--- src/bus_pkg.sv ---
package bus_pkg;

    // Bus widths
    localparam int ADDR_W = 32;
    localparam int DATA_W = 32;
    localparam int STRB_W = DATA_W / 8;

    // Lowest address bit taken into the map compare, 4 KB pages
    localparam int PAGE_LSB = 12;

    // One mapped window
    // start page is part of the window, end page is not
    typedef struct packed {
        logic [ADDR_W-1:0] addr_start;
        logic [ADDR_W-1:0] addr_end;
    } map_entry_t;

    // Answer of the default slave for unmapped accesses
    localparam logic [DATA_W-1:0] MISS_RDATA = '1;
    localparam logic              MISS_ERR   = 1'b1;

endpackage

--- src/bus_chan_if.sv ---
interface bus_chan_if #(
    parameter int ADDR_W = bus_pkg::ADDR_W,
    parameter int DATA_W = bus_pkg::DATA_W
) ();

    localparam int STRB_W = DATA_W / 8;

    // Request channel
    logic              req_valid;
    logic              req_ready;
    logic              req_write;
    logic [ADDR_W-1:0] req_addr;
    logic [DATA_W-1:0] req_wdata;
    logic [STRB_W-1:0] req_wstrb;

    // Response channel
    logic              resp_valid;
    logic              resp_ready;
    logic [DATA_W-1:0] resp_rdata;
    logic              resp_err;

    // Side that issues requests
    modport mst (
        output req_valid, req_write, req_addr, req_wdata, req_wstrb, resp_ready,
        input  req_ready, resp_valid, resp_rdata, resp_err
    );

    // Side that serves requests
    modport slv (
        input  req_valid, req_write, req_addr, req_wdata, req_wstrb, resp_ready,
        output req_ready, resp_valid, resp_rdata, resp_err
    );

endinterface

--- src/bus_addr_decode.sv ---
module bus_addr_decode #(
    parameter int                  NMST = 2,
    parameter int                  NSLV = 3,
    parameter bus_pkg::map_entry_t P_MAP [NSLV] = '{default: '0}
) (
    input  logic [bus_pkg::ADDR_W-1:0]   i_addr,
    output logic [$clog2(NSLV+1)-1:0]    o_sidx
);

    localparam int ADDR_W = bus_pkg::ADDR_W;
    localparam int LSB    = bus_pkg::PAGE_LSB;
    localparam int SIDX_W = $clog2(NSLV + 1);

    logic [ADDR_W-1:LSB] page;

    // Reject configurations the interconnect cannot route
    if (NMST < 1 || NSLV < 1) begin : g_bad_cfg
        $error("bus_addr_decode needs at least one master and one slave");
    end

    assign page = i_addr[ADDR_W-1:LSB];

    // Last matching window wins, no match selects the default slave
    always_comb begin
        o_sidx = SIDX_W'(NSLV);
        for (int s = 0; s < NSLV; s++) begin
            if (page >= P_MAP[s].addr_start[ADDR_W-1:LSB] &&
                page <  P_MAP[s].addr_end[ADDR_W-1:LSB]) begin
                o_sidx = SIDX_W'(s);
            end
        end
    end

endmodule

--- src/bus_miss_resp.sv ---
module bus_miss_resp #(
    parameter int NMST = 2,
    parameter int NSLV = 3
) (
    input  logic    i_clk,
    input  logic    i_nrst,
    bus_chan_if.slv i_req
);

    logic req_fire;
    logic resp_fire;

    // Error response waiting for the master
    logic r_pending;

    // The miss path only exists next to real masters and slaves
    if (NMST < 1 || NSLV < 1) begin : g_bad_cfg
        $error("bus_miss_resp needs at least one master and one slave");
    end

    // One request at a time, accepted only with nothing pending
    assign i_req.req_ready = ~r_pending;

    assign req_fire  = i_req.req_valid & ~r_pending;
    assign resp_fire = r_pending & i_req.resp_ready;

    // Reads and writes get the same answer, write data is dropped
    assign i_req.resp_valid = r_pending;
    assign i_req.resp_rdata = bus_pkg::MISS_RDATA;
    assign i_req.resp_err   = bus_pkg::MISS_ERR;

    always_ff @(posedge i_clk or negedge i_nrst) begin
        if (!i_nrst) begin
            r_pending <= 1'b0;
        end else if (req_fire) begin
            r_pending <= 1'b1;
        end else if (resp_fire) begin
            r_pending <= 1'b0;
        end
    end

endmodule

--- src/bus_route_ctrl.sv ---
module bus_route_ctrl #(
    parameter int NMST = 2,
    parameter int NSLV = 3
) (
    input  logic                        i_clk,
    input  logic                        i_nrst,
    bus_chan_if.slv                     i_mst [NMST],
    bus_chan_if.mst                     o_slv [NSLV+1],
    output logic [bus_pkg::ADDR_W-1:0]  o_req_addr,
    input  logic [$clog2(NSLV+1)-1:0]   i_sidx
);

    localparam int ADDR_W = bus_pkg::ADDR_W;
    localparam int DATA_W = bus_pkg::DATA_W;
    localparam int STRB_W = bus_pkg::STRB_W;
    localparam int MIDX_W = (NMST > 1) ? $clog2(NMST) : 1;
    localparam int SIDX_W = $clog2(NSLV + 1);

    // Master side, flattened from the interface array
    logic [NMST-1:0]   mst_req_valid;
    logic [NMST-1:0]   mst_req_write;
    logic [ADDR_W-1:0] mst_req_addr  [NMST];
    logic [DATA_W-1:0] mst_req_wdata [NMST];
    logic [STRB_W-1:0] mst_req_wstrb [NMST];
    logic [NMST-1:0]   mst_resp_ready;
    logic [NMST-1:0]   mst_req_ready;
    logic [NMST-1:0]   mst_resp_valid;

    // Slave side, last entry is the default slave
    logic [NSLV:0]     slv_req_ready;
    logic [NSLV:0]     slv_resp_valid;
    logic [DATA_W-1:0] slv_resp_rdata [NSLV+1];
    logic [NSLV:0]     slv_resp_err;
    logic [NSLV:0]     slv_req_valid;
    logic [NSLV:0]     slv_resp_ready;

    logic              any_req;
    logic [MIDX_W-1:0] win_midx;
    logic              req_fire;
    logic              resp_fire;

    // Owner of the transaction in flight
    logic              r_busy;
    logic [MIDX_W-1:0] r_midx;
    logic [SIDX_W-1:0] r_sidx;

    for (genvar m = 0; m < NMST; m++) begin : g_mst
        assign mst_req_valid[m]    = i_mst[m].req_valid;
        assign mst_req_write[m]    = i_mst[m].req_write;
        assign mst_req_addr[m]     = i_mst[m].req_addr;
        assign mst_req_wdata[m]    = i_mst[m].req_wdata;
        assign mst_req_wstrb[m]    = i_mst[m].req_wstrb;
        assign mst_resp_ready[m]   = i_mst[m].resp_ready;
        assign i_mst[m].req_ready  = mst_req_ready[m];
        assign i_mst[m].resp_valid = mst_resp_valid[m];
        // Response payload goes to every master, valid only to the owner
        assign i_mst[m].resp_rdata = slv_resp_rdata[r_sidx];
        assign i_mst[m].resp_err   = slv_resp_err[r_sidx];
    end

    for (genvar s = 0; s <= NSLV; s++) begin : g_slv
        assign slv_req_ready[s]    = o_slv[s].req_ready;
        assign slv_resp_valid[s]   = o_slv[s].resp_valid;
        assign slv_resp_rdata[s]   = o_slv[s].resp_rdata;
        assign slv_resp_err[s]     = o_slv[s].resp_err;
        assign o_slv[s].req_valid  = slv_req_valid[s];
        assign o_slv[s].resp_ready = slv_resp_ready[s];
        // Request payload is shared, only valid selects the slave
        assign o_slv[s].req_write  = mst_req_write[win_midx];
        assign o_slv[s].req_addr   = mst_req_addr[win_midx];
        assign o_slv[s].req_wdata  = mst_req_wdata[win_midx];
        assign o_slv[s].req_wstrb  = mst_req_wstrb[win_midx];
    end

    // Highest-numbered requesting master wins
    always_comb begin
        any_req  = 1'b0;
        win_midx = '0;
        for (int m = 0; m < NMST; m++) begin
            if (mst_req_valid[m]) begin
                any_req  = 1'b1;
                win_midx = MIDX_W'(m);
            end
        end
    end

    assign o_req_addr = mst_req_addr[win_midx];

    // Request path is closed while a transaction is in flight
    always_comb begin
        mst_req_ready = '0;
        slv_req_valid = '0;
        slv_req_valid[i_sidx]   = any_req & ~r_busy;
        mst_req_ready[win_midx] = any_req & ~r_busy & slv_req_ready[i_sidx];
    end

    always_comb begin
        mst_resp_valid = '0;
        slv_resp_ready = '0;
        if (r_busy) begin
            mst_resp_valid[r_midx] = slv_resp_valid[r_sidx];
            slv_resp_ready[r_sidx] = mst_resp_ready[r_midx];
        end
    end

    assign req_fire  = any_req & ~r_busy & slv_req_ready[i_sidx];
    assign resp_fire = r_busy & slv_resp_valid[r_sidx] & mst_resp_ready[r_midx];

    always_ff @(posedge i_clk or negedge i_nrst) begin
        if (!i_nrst) begin
            r_busy <= 1'b0;
            r_midx <= '0;
            r_sidx <= '0;
        end else if (req_fire) begin
            r_busy <= 1'b1;
            r_midx <= win_midx;
            r_sidx <= i_sidx;
        end else if (resp_fire) begin
            r_busy <= 1'b0;
        end
    end

endmodule

--- src/bus_xbar_top.sv ---
module bus_xbar_top #(
    parameter int                  NMST = 2,
    parameter int                  NSLV = 3,
    parameter bus_pkg::map_entry_t P_MAP [NSLV] = '{
        '{addr_start: 32'h0000_0000, addr_end: 32'h0001_0000},
        '{addr_start: 32'h0001_0000, addr_end: 32'h0002_0000},
        '{addr_start: 32'h8000_0000, addr_end: 32'h8000_1000}
    }
) (
    input  logic                                i_clk,
    input  logic                                i_nrst,

    // Masters
    input  logic [NMST-1:0]                     i_m_req_valid,
    input  logic [NMST-1:0]                     i_m_req_write,
    input  logic [NMST*bus_pkg::ADDR_W-1:0]     i_m_req_addr,
    input  logic [NMST*bus_pkg::DATA_W-1:0]     i_m_req_wdata,
    input  logic [NMST*bus_pkg::STRB_W-1:0]     i_m_req_wstrb,
    input  logic [NMST-1:0]                     i_m_resp_ready,
    output logic [NMST-1:0]                     o_m_req_ready,
    output logic [NMST-1:0]                     o_m_resp_valid,
    output logic [NMST*bus_pkg::DATA_W-1:0]     o_m_resp_rdata,
    output logic [NMST-1:0]                     o_m_resp_err,

    // Mapped slaves
    output logic [NSLV-1:0]                     o_s_req_valid,
    output logic [NSLV-1:0]                     o_s_req_write,
    output logic [NSLV*bus_pkg::ADDR_W-1:0]     o_s_req_addr,
    output logic [NSLV*bus_pkg::DATA_W-1:0]     o_s_req_wdata,
    output logic [NSLV*bus_pkg::STRB_W-1:0]     o_s_req_wstrb,
    output logic [NSLV-1:0]                     o_s_resp_ready,
    input  logic [NSLV-1:0]                     i_s_req_ready,
    input  logic [NSLV-1:0]                     i_s_resp_valid,
    input  logic [NSLV*bus_pkg::DATA_W-1:0]     i_s_resp_rdata,
    input  logic [NSLV-1:0]                     i_s_resp_err
);

    localparam int ADDR_W = bus_pkg::ADDR_W;
    localparam int DATA_W = bus_pkg::DATA_W;
    localparam int STRB_W = bus_pkg::STRB_W;

    logic [ADDR_W-1:0]         dec_addr;
    logic [$clog2(NSLV+1)-1:0] dec_sidx;

    bus_chan_if mst_if [NMST] ();
    // Extra entry for the default slave
    bus_chan_if slv_if [NSLV+1] ();

    for (genvar m = 0; m < NMST; m++) begin : g_mst
        assign mst_if[m].req_valid  = i_m_req_valid[m];
        assign mst_if[m].req_write  = i_m_req_write[m];
        assign mst_if[m].req_addr   = i_m_req_addr[m*ADDR_W +: ADDR_W];
        assign mst_if[m].req_wdata  = i_m_req_wdata[m*DATA_W +: DATA_W];
        assign mst_if[m].req_wstrb  = i_m_req_wstrb[m*STRB_W +: STRB_W];
        assign mst_if[m].resp_ready = i_m_resp_ready[m];
        assign o_m_req_ready[m]     = mst_if[m].req_ready;
        assign o_m_resp_valid[m]    = mst_if[m].resp_valid;
        assign o_m_resp_rdata[m*DATA_W +: DATA_W] = mst_if[m].resp_rdata;
        assign o_m_resp_err[m]      = mst_if[m].resp_err;
    end

    for (genvar s = 0; s < NSLV; s++) begin : g_slv
        assign o_s_req_valid[s]     = slv_if[s].req_valid;
        assign o_s_req_write[s]     = slv_if[s].req_write;
        assign o_s_req_addr[s*ADDR_W +: ADDR_W]  = slv_if[s].req_addr;
        assign o_s_req_wdata[s*DATA_W +: DATA_W] = slv_if[s].req_wdata;
        assign o_s_req_wstrb[s*STRB_W +: STRB_W] = slv_if[s].req_wstrb;
        assign o_s_resp_ready[s]    = slv_if[s].resp_ready;
        assign slv_if[s].req_ready  = i_s_req_ready[s];
        assign slv_if[s].resp_valid = i_s_resp_valid[s];
        assign slv_if[s].resp_rdata = i_s_resp_rdata[s*DATA_W +: DATA_W];
        assign slv_if[s].resp_err   = i_s_resp_err[s];
    end

    bus_addr_decode #(
        .NMST  (NMST),
        .NSLV  (NSLV),
        .P_MAP (P_MAP)
    ) u_decode (
        .i_addr (dec_addr),
        .o_sidx (dec_sidx)
    );

    bus_route_ctrl #(
        .NMST (NMST),
        .NSLV (NSLV)
    ) u_route (
        .i_clk      (i_clk),
        .i_nrst     (i_nrst),
        .i_mst      (mst_if),
        .o_slv      (slv_if),
        .o_req_addr (dec_addr),
        .i_sidx     (dec_sidx)
    );

    bus_miss_resp #(
        .NMST (NMST),
        .NSLV (NSLV)
    ) u_miss (
        .i_clk  (i_clk),
        .i_nrst (i_nrst),
        .i_req  (slv_if[NSLV])
    );

endmodule

--- config.mk ---
export PLATFORM = sky130hd
export DESIGN_NAME = bus_xbar_top
export DESIGN_NICKNAME = d
export VERILOG_FILES = /design/src/bus_pkg.sv /design/src/bus_chan_if.sv /design/src/bus_addr_decode.sv /design/src/bus_miss_resp.sv /design/src/bus_route_ctrl.sv /design/src/bus_xbar_top.sv
export SDC_FILE = /design/constraint.sdc
export NUM_CORES = 1
export LEC_CHECK = 0
export BUFFER_PORTS_ARGS = -buffer_cell sky130_fd_sc_hd__buf_2
export CAP_MARGIN = 20
export CORE_AREA = 8 8 202 204
export DETAILED_ROUTE_END_ITERATION = 8
export DIE_AREA = 0 0 210 212
export PLACE_DENSITY = 0.39
export SLEW_MARGIN = 0
export SYNTH_ARGS = -nofsm -noshare
export SYNTH_HDL_FRONTEND = slang
export SYNTH_SLANG_ARGS = --single-unit
--- constraint.sdc ---
create_clock -name i_clk -period 3.65 [get_ports i_clk]
set_input_delay 0.1825 -clock i_clk [delete_from_list [all_inputs] [get_ports i_clk]]
set_output_delay 0.1825 -clock i_clk [all_outputs]
set_load 0.05 [all_outputs]
# Yosys cells after proc, flatten, opt, wreduce, memory -nomap -nowiden
# Cells that the tools add are included.
# Widths: inputs -> output; s select.
dict set report op_classes {
  n_addsub 0
  multipliers 0
  div_mod_pow 0
  n_lt_le_gt_ge 16
  n_eq_ne 0
  n_shift 0
  muxes 42
  n_bitwise 14
  n_reduce_logical 9
}
# cell n
set op_table {}
lappend op_table {{$mux 32} 8}
lappend op_table {{$bmux 32 s2} 1}
lappend op_table {{$ge 20x1->1 const B} 1}
lappend op_table {{$ge 20x20->1 const B} 1}
lappend op_table {{$ge 20x5->1 const B} 1}
lappend op_table {{$lt 20x20->1 const B} 1}
lappend op_table {{$lt 20x5->1 const B} 1}
lappend op_table {{$lt 20x6->1 const B} 1}
lappend op_table {{$mux 1} 18}
lappend op_table {{$mux 4} 4}
lappend op_table {{$and 4x4->4} 2}
lappend op_table {{$mux 2} 4}
lappend op_table {{$logic_and 1x1->1} 7}
lappend op_table {{$and 1x1->1} 6}
lappend op_table {{$bmux 1 s2} 3}
lappend op_table {{$lt 2x3->1 const B} 2}
lappend op_table {{$and 2x2->2} 2}
lappend op_table {{$demux 1 s2} 2}
lappend op_table {{$ge 2x1->1 const B} 2}
lappend op_table {{$lt 1x2->1 const B} 2}
lappend op_table {{$reduce_bool 2->1} 2}
lappend op_table {{$ge 3x3->1 const B} 1}
lappend op_table {{$not 2->3} 1}
lappend op_table {{$demux 1 s1} 2}
lappend op_table {{other kinds (4)} 6}
dict set report word_totals {
  register_bits 5
  latch_bits 0
  ramBits 0
  romBits 0
  out_inout_bits 283
  mem_count 0
}

# Logic depth before layout (Yosys ltp)
dict set report logic_depth {
  ltp_word 17
  depth_mapped 8
  ltp_nobuf 6
}

# By module
# A second synthesis with hierarchy kept.
dict set report hier_totals {
  cells_unflattened 484
  area_unflattened_um2 4438.0
}
# module instances cells_each area_per_inst_um2 seq_area_each_um2
set by_module_without_submodules {}
lappend by_module_without_submodules {bus_route_ctrl 1 423 3985.1 100.1}
lappend by_module_without_submodules {bus_miss_resp 1 38 289.0 25.0}
lappend by_module_without_submodules {bus_xbar_top 1 15 112.6 0.0}
lappend by_module_without_submodules {bus_addr_decode 1 8 51.3 0.0}

# Least setup slack after synthesis
# Ideal clock, no wire load.
dict set report synth_path {
  kind {register to output}
  from {reg u_route.r_sidx[0]}
  to {out o_m_resp_rdata[38] in the netlist's numbering}
  arrival_ns 2.421
  required_time_ns 3.467
  slack_ns 1.046
  path_stages_with_launch 7
  cell_sequence {dfrtp_1 > clkbuf_1 > buf_2 > clkbuf_1 > mux2i_1 > a21oi_1 > buf_4}
}
dict set report synth_between {
  elab_chain_len 4
}
# item line_no
set synth_lines {}
lappend synth_lines {{start: declaration} bus_route_ctrl.sv:45} ;# logic [SIDX_W-1:0] r_sidx;
lappend synth_lines {{start signal: assignment} bus_route_ctrl.sv:117} ;# r_sidx <= i_sidx;
lappend synth_lines {{$not 2->3} -}
lappend synth_lines {{$bmux 32 s2} -}
lappend synth_lines {{$mux 32 (2 in series)} -}
lappend synth_lines {{end: declaration} bus_xbar_top.sv:22} ;# output logic [NMST*bus_pkg::DATA_W-1:0] o_m_resp_rdata,
# Every way passes these cells. The select of a mux whose other input is x is not followed.

# Final worst setup path
dict set report layout_path {
  from {reg u_route.r_sidx[1]}
  to {out o_m_resp_rdata[35] in the netlist's numbering}
}
dict set report layout_between {
  elab_chain_len 4
}
# item line_no
set layout_lines {}
lappend layout_lines {{$not 2->3 (implied by the code)} bus_route_ctrl.sv:57} ;# assign i_mst[m].resp_rdata = slv_resp_rdata[r_sidx];
lappend layout_lines {{$bmux 32 s2} bus_route_ctrl.sv:57}
lappend layout_lines {{$mux 32 (implied by the code) (2 in series)} bus_route_ctrl.sv:57}
# Every way passes these cells. The select of a mux whose other input is x is not followed.

==> results by group <==
Flow run
  • Max-cap viol count: 0

Worst setup path
  • CP Launch Type: flop
  • Critical path arrival: roughly 2.5 ns
  • Worst setup path category: reg2out
  • Worst Path Required: around 3.5 ns
  • Critical R2R Launch: u_route.r_sidx[1]
  • CP Max Fanout: 26
  • Flop-to-flop setup slack: between 1.5 and 2 ns
  • Slowest stage delay, CP: about 0.76 ns
  • Worst Setup End Kind: output pin
  • CP cell instances: clkinv_1 -> buf_4 -> a21oi_1 -> buf_2
  • Crit path from: u_route.r_sidx[1]
  • Critical path's slowest cell: clkinv_1
  • Reg2reg end: u_route.r_sidx[1]
  • R2r worst-path depth: 3

STA
  • Clock skew: about 0.00032 ns
  • Max Transition Viols Final: 0
  • Fin Setup TNS: 0 ns
  • Fmax: 379.5 MHz
  • RSZ-0062 raised after global routing: no
  • Final hold vios: 0
  • Slew @ Worst Pin: between 0.9 and 1 ns
  • Setup violators final: 0
  • Slew headroom: 38.34%
  • Final period demand of the worst path: around 2.6 ns
  • Fin worst setup slack: between 1 and 1.5 ns
  • Period utilisation layout: between 70% and 80%

Routing
  • Wire length per cell: 16.39 µm
  • Vias after detailed routing: 4,202
  • 1st-iter DRT viols: around 150
  • DRT antenna net count: 0
  • DR pass1 iterations: 7
  • Via/cell ratio: roughly 3.2
  • Final wirelength: 21,250 µm
  • DRC violations left: 0

Yosys
  • #FFs+latches synth: 5
  • Async SR Flop Fraction: 100.0%
  • Most used DFF post-synth: dfrtp_1
  • Largest family of logic cells by synthesized area: buffers and inverters
  • Cell taking the most area after synthesis: buf_4
  • Ys Warns: 0
  • Post-Synth Adder-Cell Area: 0%
  • Top-count cell post-synth: buf_4
  • Synth Area in Compound Gates: under 10%
  • Syn avg cell area: just under 8 µm²
  • Ranking of synthesized cells by area: buf_4 (40%), mux2_2 (23%), mux2i_1 (10%), a21oi_1 (5.1%), nor2_1 (4.4%)
  • Post-Synthesis Cells: about 440
  • Mux cell area share after synthesis: 34.46%
  • Number of flops mapped to enable cells by yosys: 0
  • Sequential fraction of the synthesis area: 3.666%
  • Cell variety after synth: 39
  • Synthesized area: 3413 µm²
  • Synth top cells by count: buf_4 (183), mux2_2 (70), nor2_1 (40), a21oi_1 (35), mux2i_1 (35)
  • Area share of and/or/nand/nor cells after synthesis: 10.19%
  • Post-synthesis xor/xnor area fraction: 0%
  • Syn nets: slightly below 700
  • Yosys top cell area share: roughly two fifths

Clock tree
  • Clock Tree Root: clkbuf_16
  • Worst-path clk slew: around 0.030 ns
  • CTS tree: built
  • Bufs on Longest Clock Path: 2
  • H-tree level count: 1
  • Clock Latency Late Sink: 0.22 ns
  • TritonCTS sink count: 5
  • Total CTS buffers: 3
  • Gates resized, CTS repair: 0

Min path
  • Min-delay worst type: in2reg
  • Worst Hold End: u_route.r_sidx[1]
  • Min-delay src: i_s_req_ready[2]
  • WHS Path Cells: 3

Placed design
  • Hpwl dp: between 15,000 and 20,000 µm
  • Worst slack, placed: between 0.9 and 1 ns
  • Placer Congestion: around 0.88
  • Port bufs: 531

GRT
  • Largest net degree at the start of global routing: between 40 and 50
  • Grt total ovfl: 0
  • Global-route usage over all layers: ~8.4%
  • First-pass GRT wire length: roughly 29,000 µm
  • Initial antenna violation count: 4
  • Vias in the first global route: about 4.5k

Cells and area
  • Area Growth Syn to Fin: 58.14%
  • Fraction of layout cells with a size suffix above 1: between 70% and 80%
  • Final net count: ~1k

Power
  • Worst vdd ir: around 240 µV
  • Post-route total power: ~2.5 mW
  • Pwr Density: ~460 nW/µm²
  • Leakage power: 3.127 nW

Die
  • Chip height: ~210 µm
  • Row count: 72
  • Core ar.: approximately 38,000 µm²
  • Starting Density: 9.000%
  • Io pins: between 500 and 600
  • Die width: between 200 and 250 µm
  • Die ar.: ~45,000 µm²

Status
  • Status: finished clean
## layout make-up
cell class	instances	area (µm²)
diodes	1	2.502
clock buffers	4	78.83
repair buffers	538	2715
well taps	518	648.1
multi-input cells	227	1815
fillers	4421	32530
inverters	3	11.26
flip-flops and latches	5	126.4
## layout by cell type (no fill, tap or decap), types with 3 or more instances in the layout
master       n
nor2_1      40
nor4_1       4
nand2_1      8
dfrtp_1      4
buf_4        7
clkbuf_16    3
mux2_2      70
a21oi_1     35
buf_2      530
mux2i_1     35
## critical path, delay by kind of cell (launching register included)
kind                   cells  cell delay (ns)
buffers and inverters      3             1.54
flip-flops                 1             0.44
AO/OA/AOI/OAI              1             0.24
## worst max path at each step
stage	to	slack [ns]	cells past startpoint
2_1_floorplan	o_m_resp_rdata[38]	1.05	6
3_3_place_gp	o_m_req_ready[0]	0.99	8
3_5_place_dp	o_m_req_ready[1]	0.99	8
4_1_cts	o_m_req_ready[1]	0.98	8
5_1_grt	o_m_req_ready[0]	0.78	8
6_report	o_m_resp_rdata[35]	1.01	4
## metal layers
metal	vias up	wire [µm]	track usage, %
met4	4	290	1.750
met2	252	10900	15.14
met5	-	26	0
met3	23	1950	2.005
li1	1989	-	-
met1	1934	8080	9.962
## per-stage QoR
stage,instances,hold slack (ns),cell area (µm²),util (%)
final,1296,0.3380,5398,14.23
after CTS,1295,0.3446,5395,14.23
after detailed placement,1290,0.005286,5306,13.99
after global routing,1295,0.3657,5395,14.23
after global placement,1290,0.006308,5306,13.99
after floorplan,439,-0.1131,3413,-
## state kept, by name (all words and copies together) (netlist names)
name,cells
u_miss.i_req.resp_valid,1
u_route.r_busy,1
u_route.r_midx,1
u_route.r_sidx,2
## report_power, final
part | switching [mW] | internal, mW
combinational | 1.73 | 0.470
sequential | 0.0222 | 0.0685
clock | 0.0334 | 0.145
## what timing repair did
item / in CTS / in global routing
hold buffers: 1 / 0
setup buffers: 0 / 0
hold endpoints to repair: 5 / 0
## logic make-up after synthesis
kind of cell,Yosys count
buf+inv,207
mux,107
simple gates,73
compound gates,47
flops,5
Power figures use the tool's default switching activity.
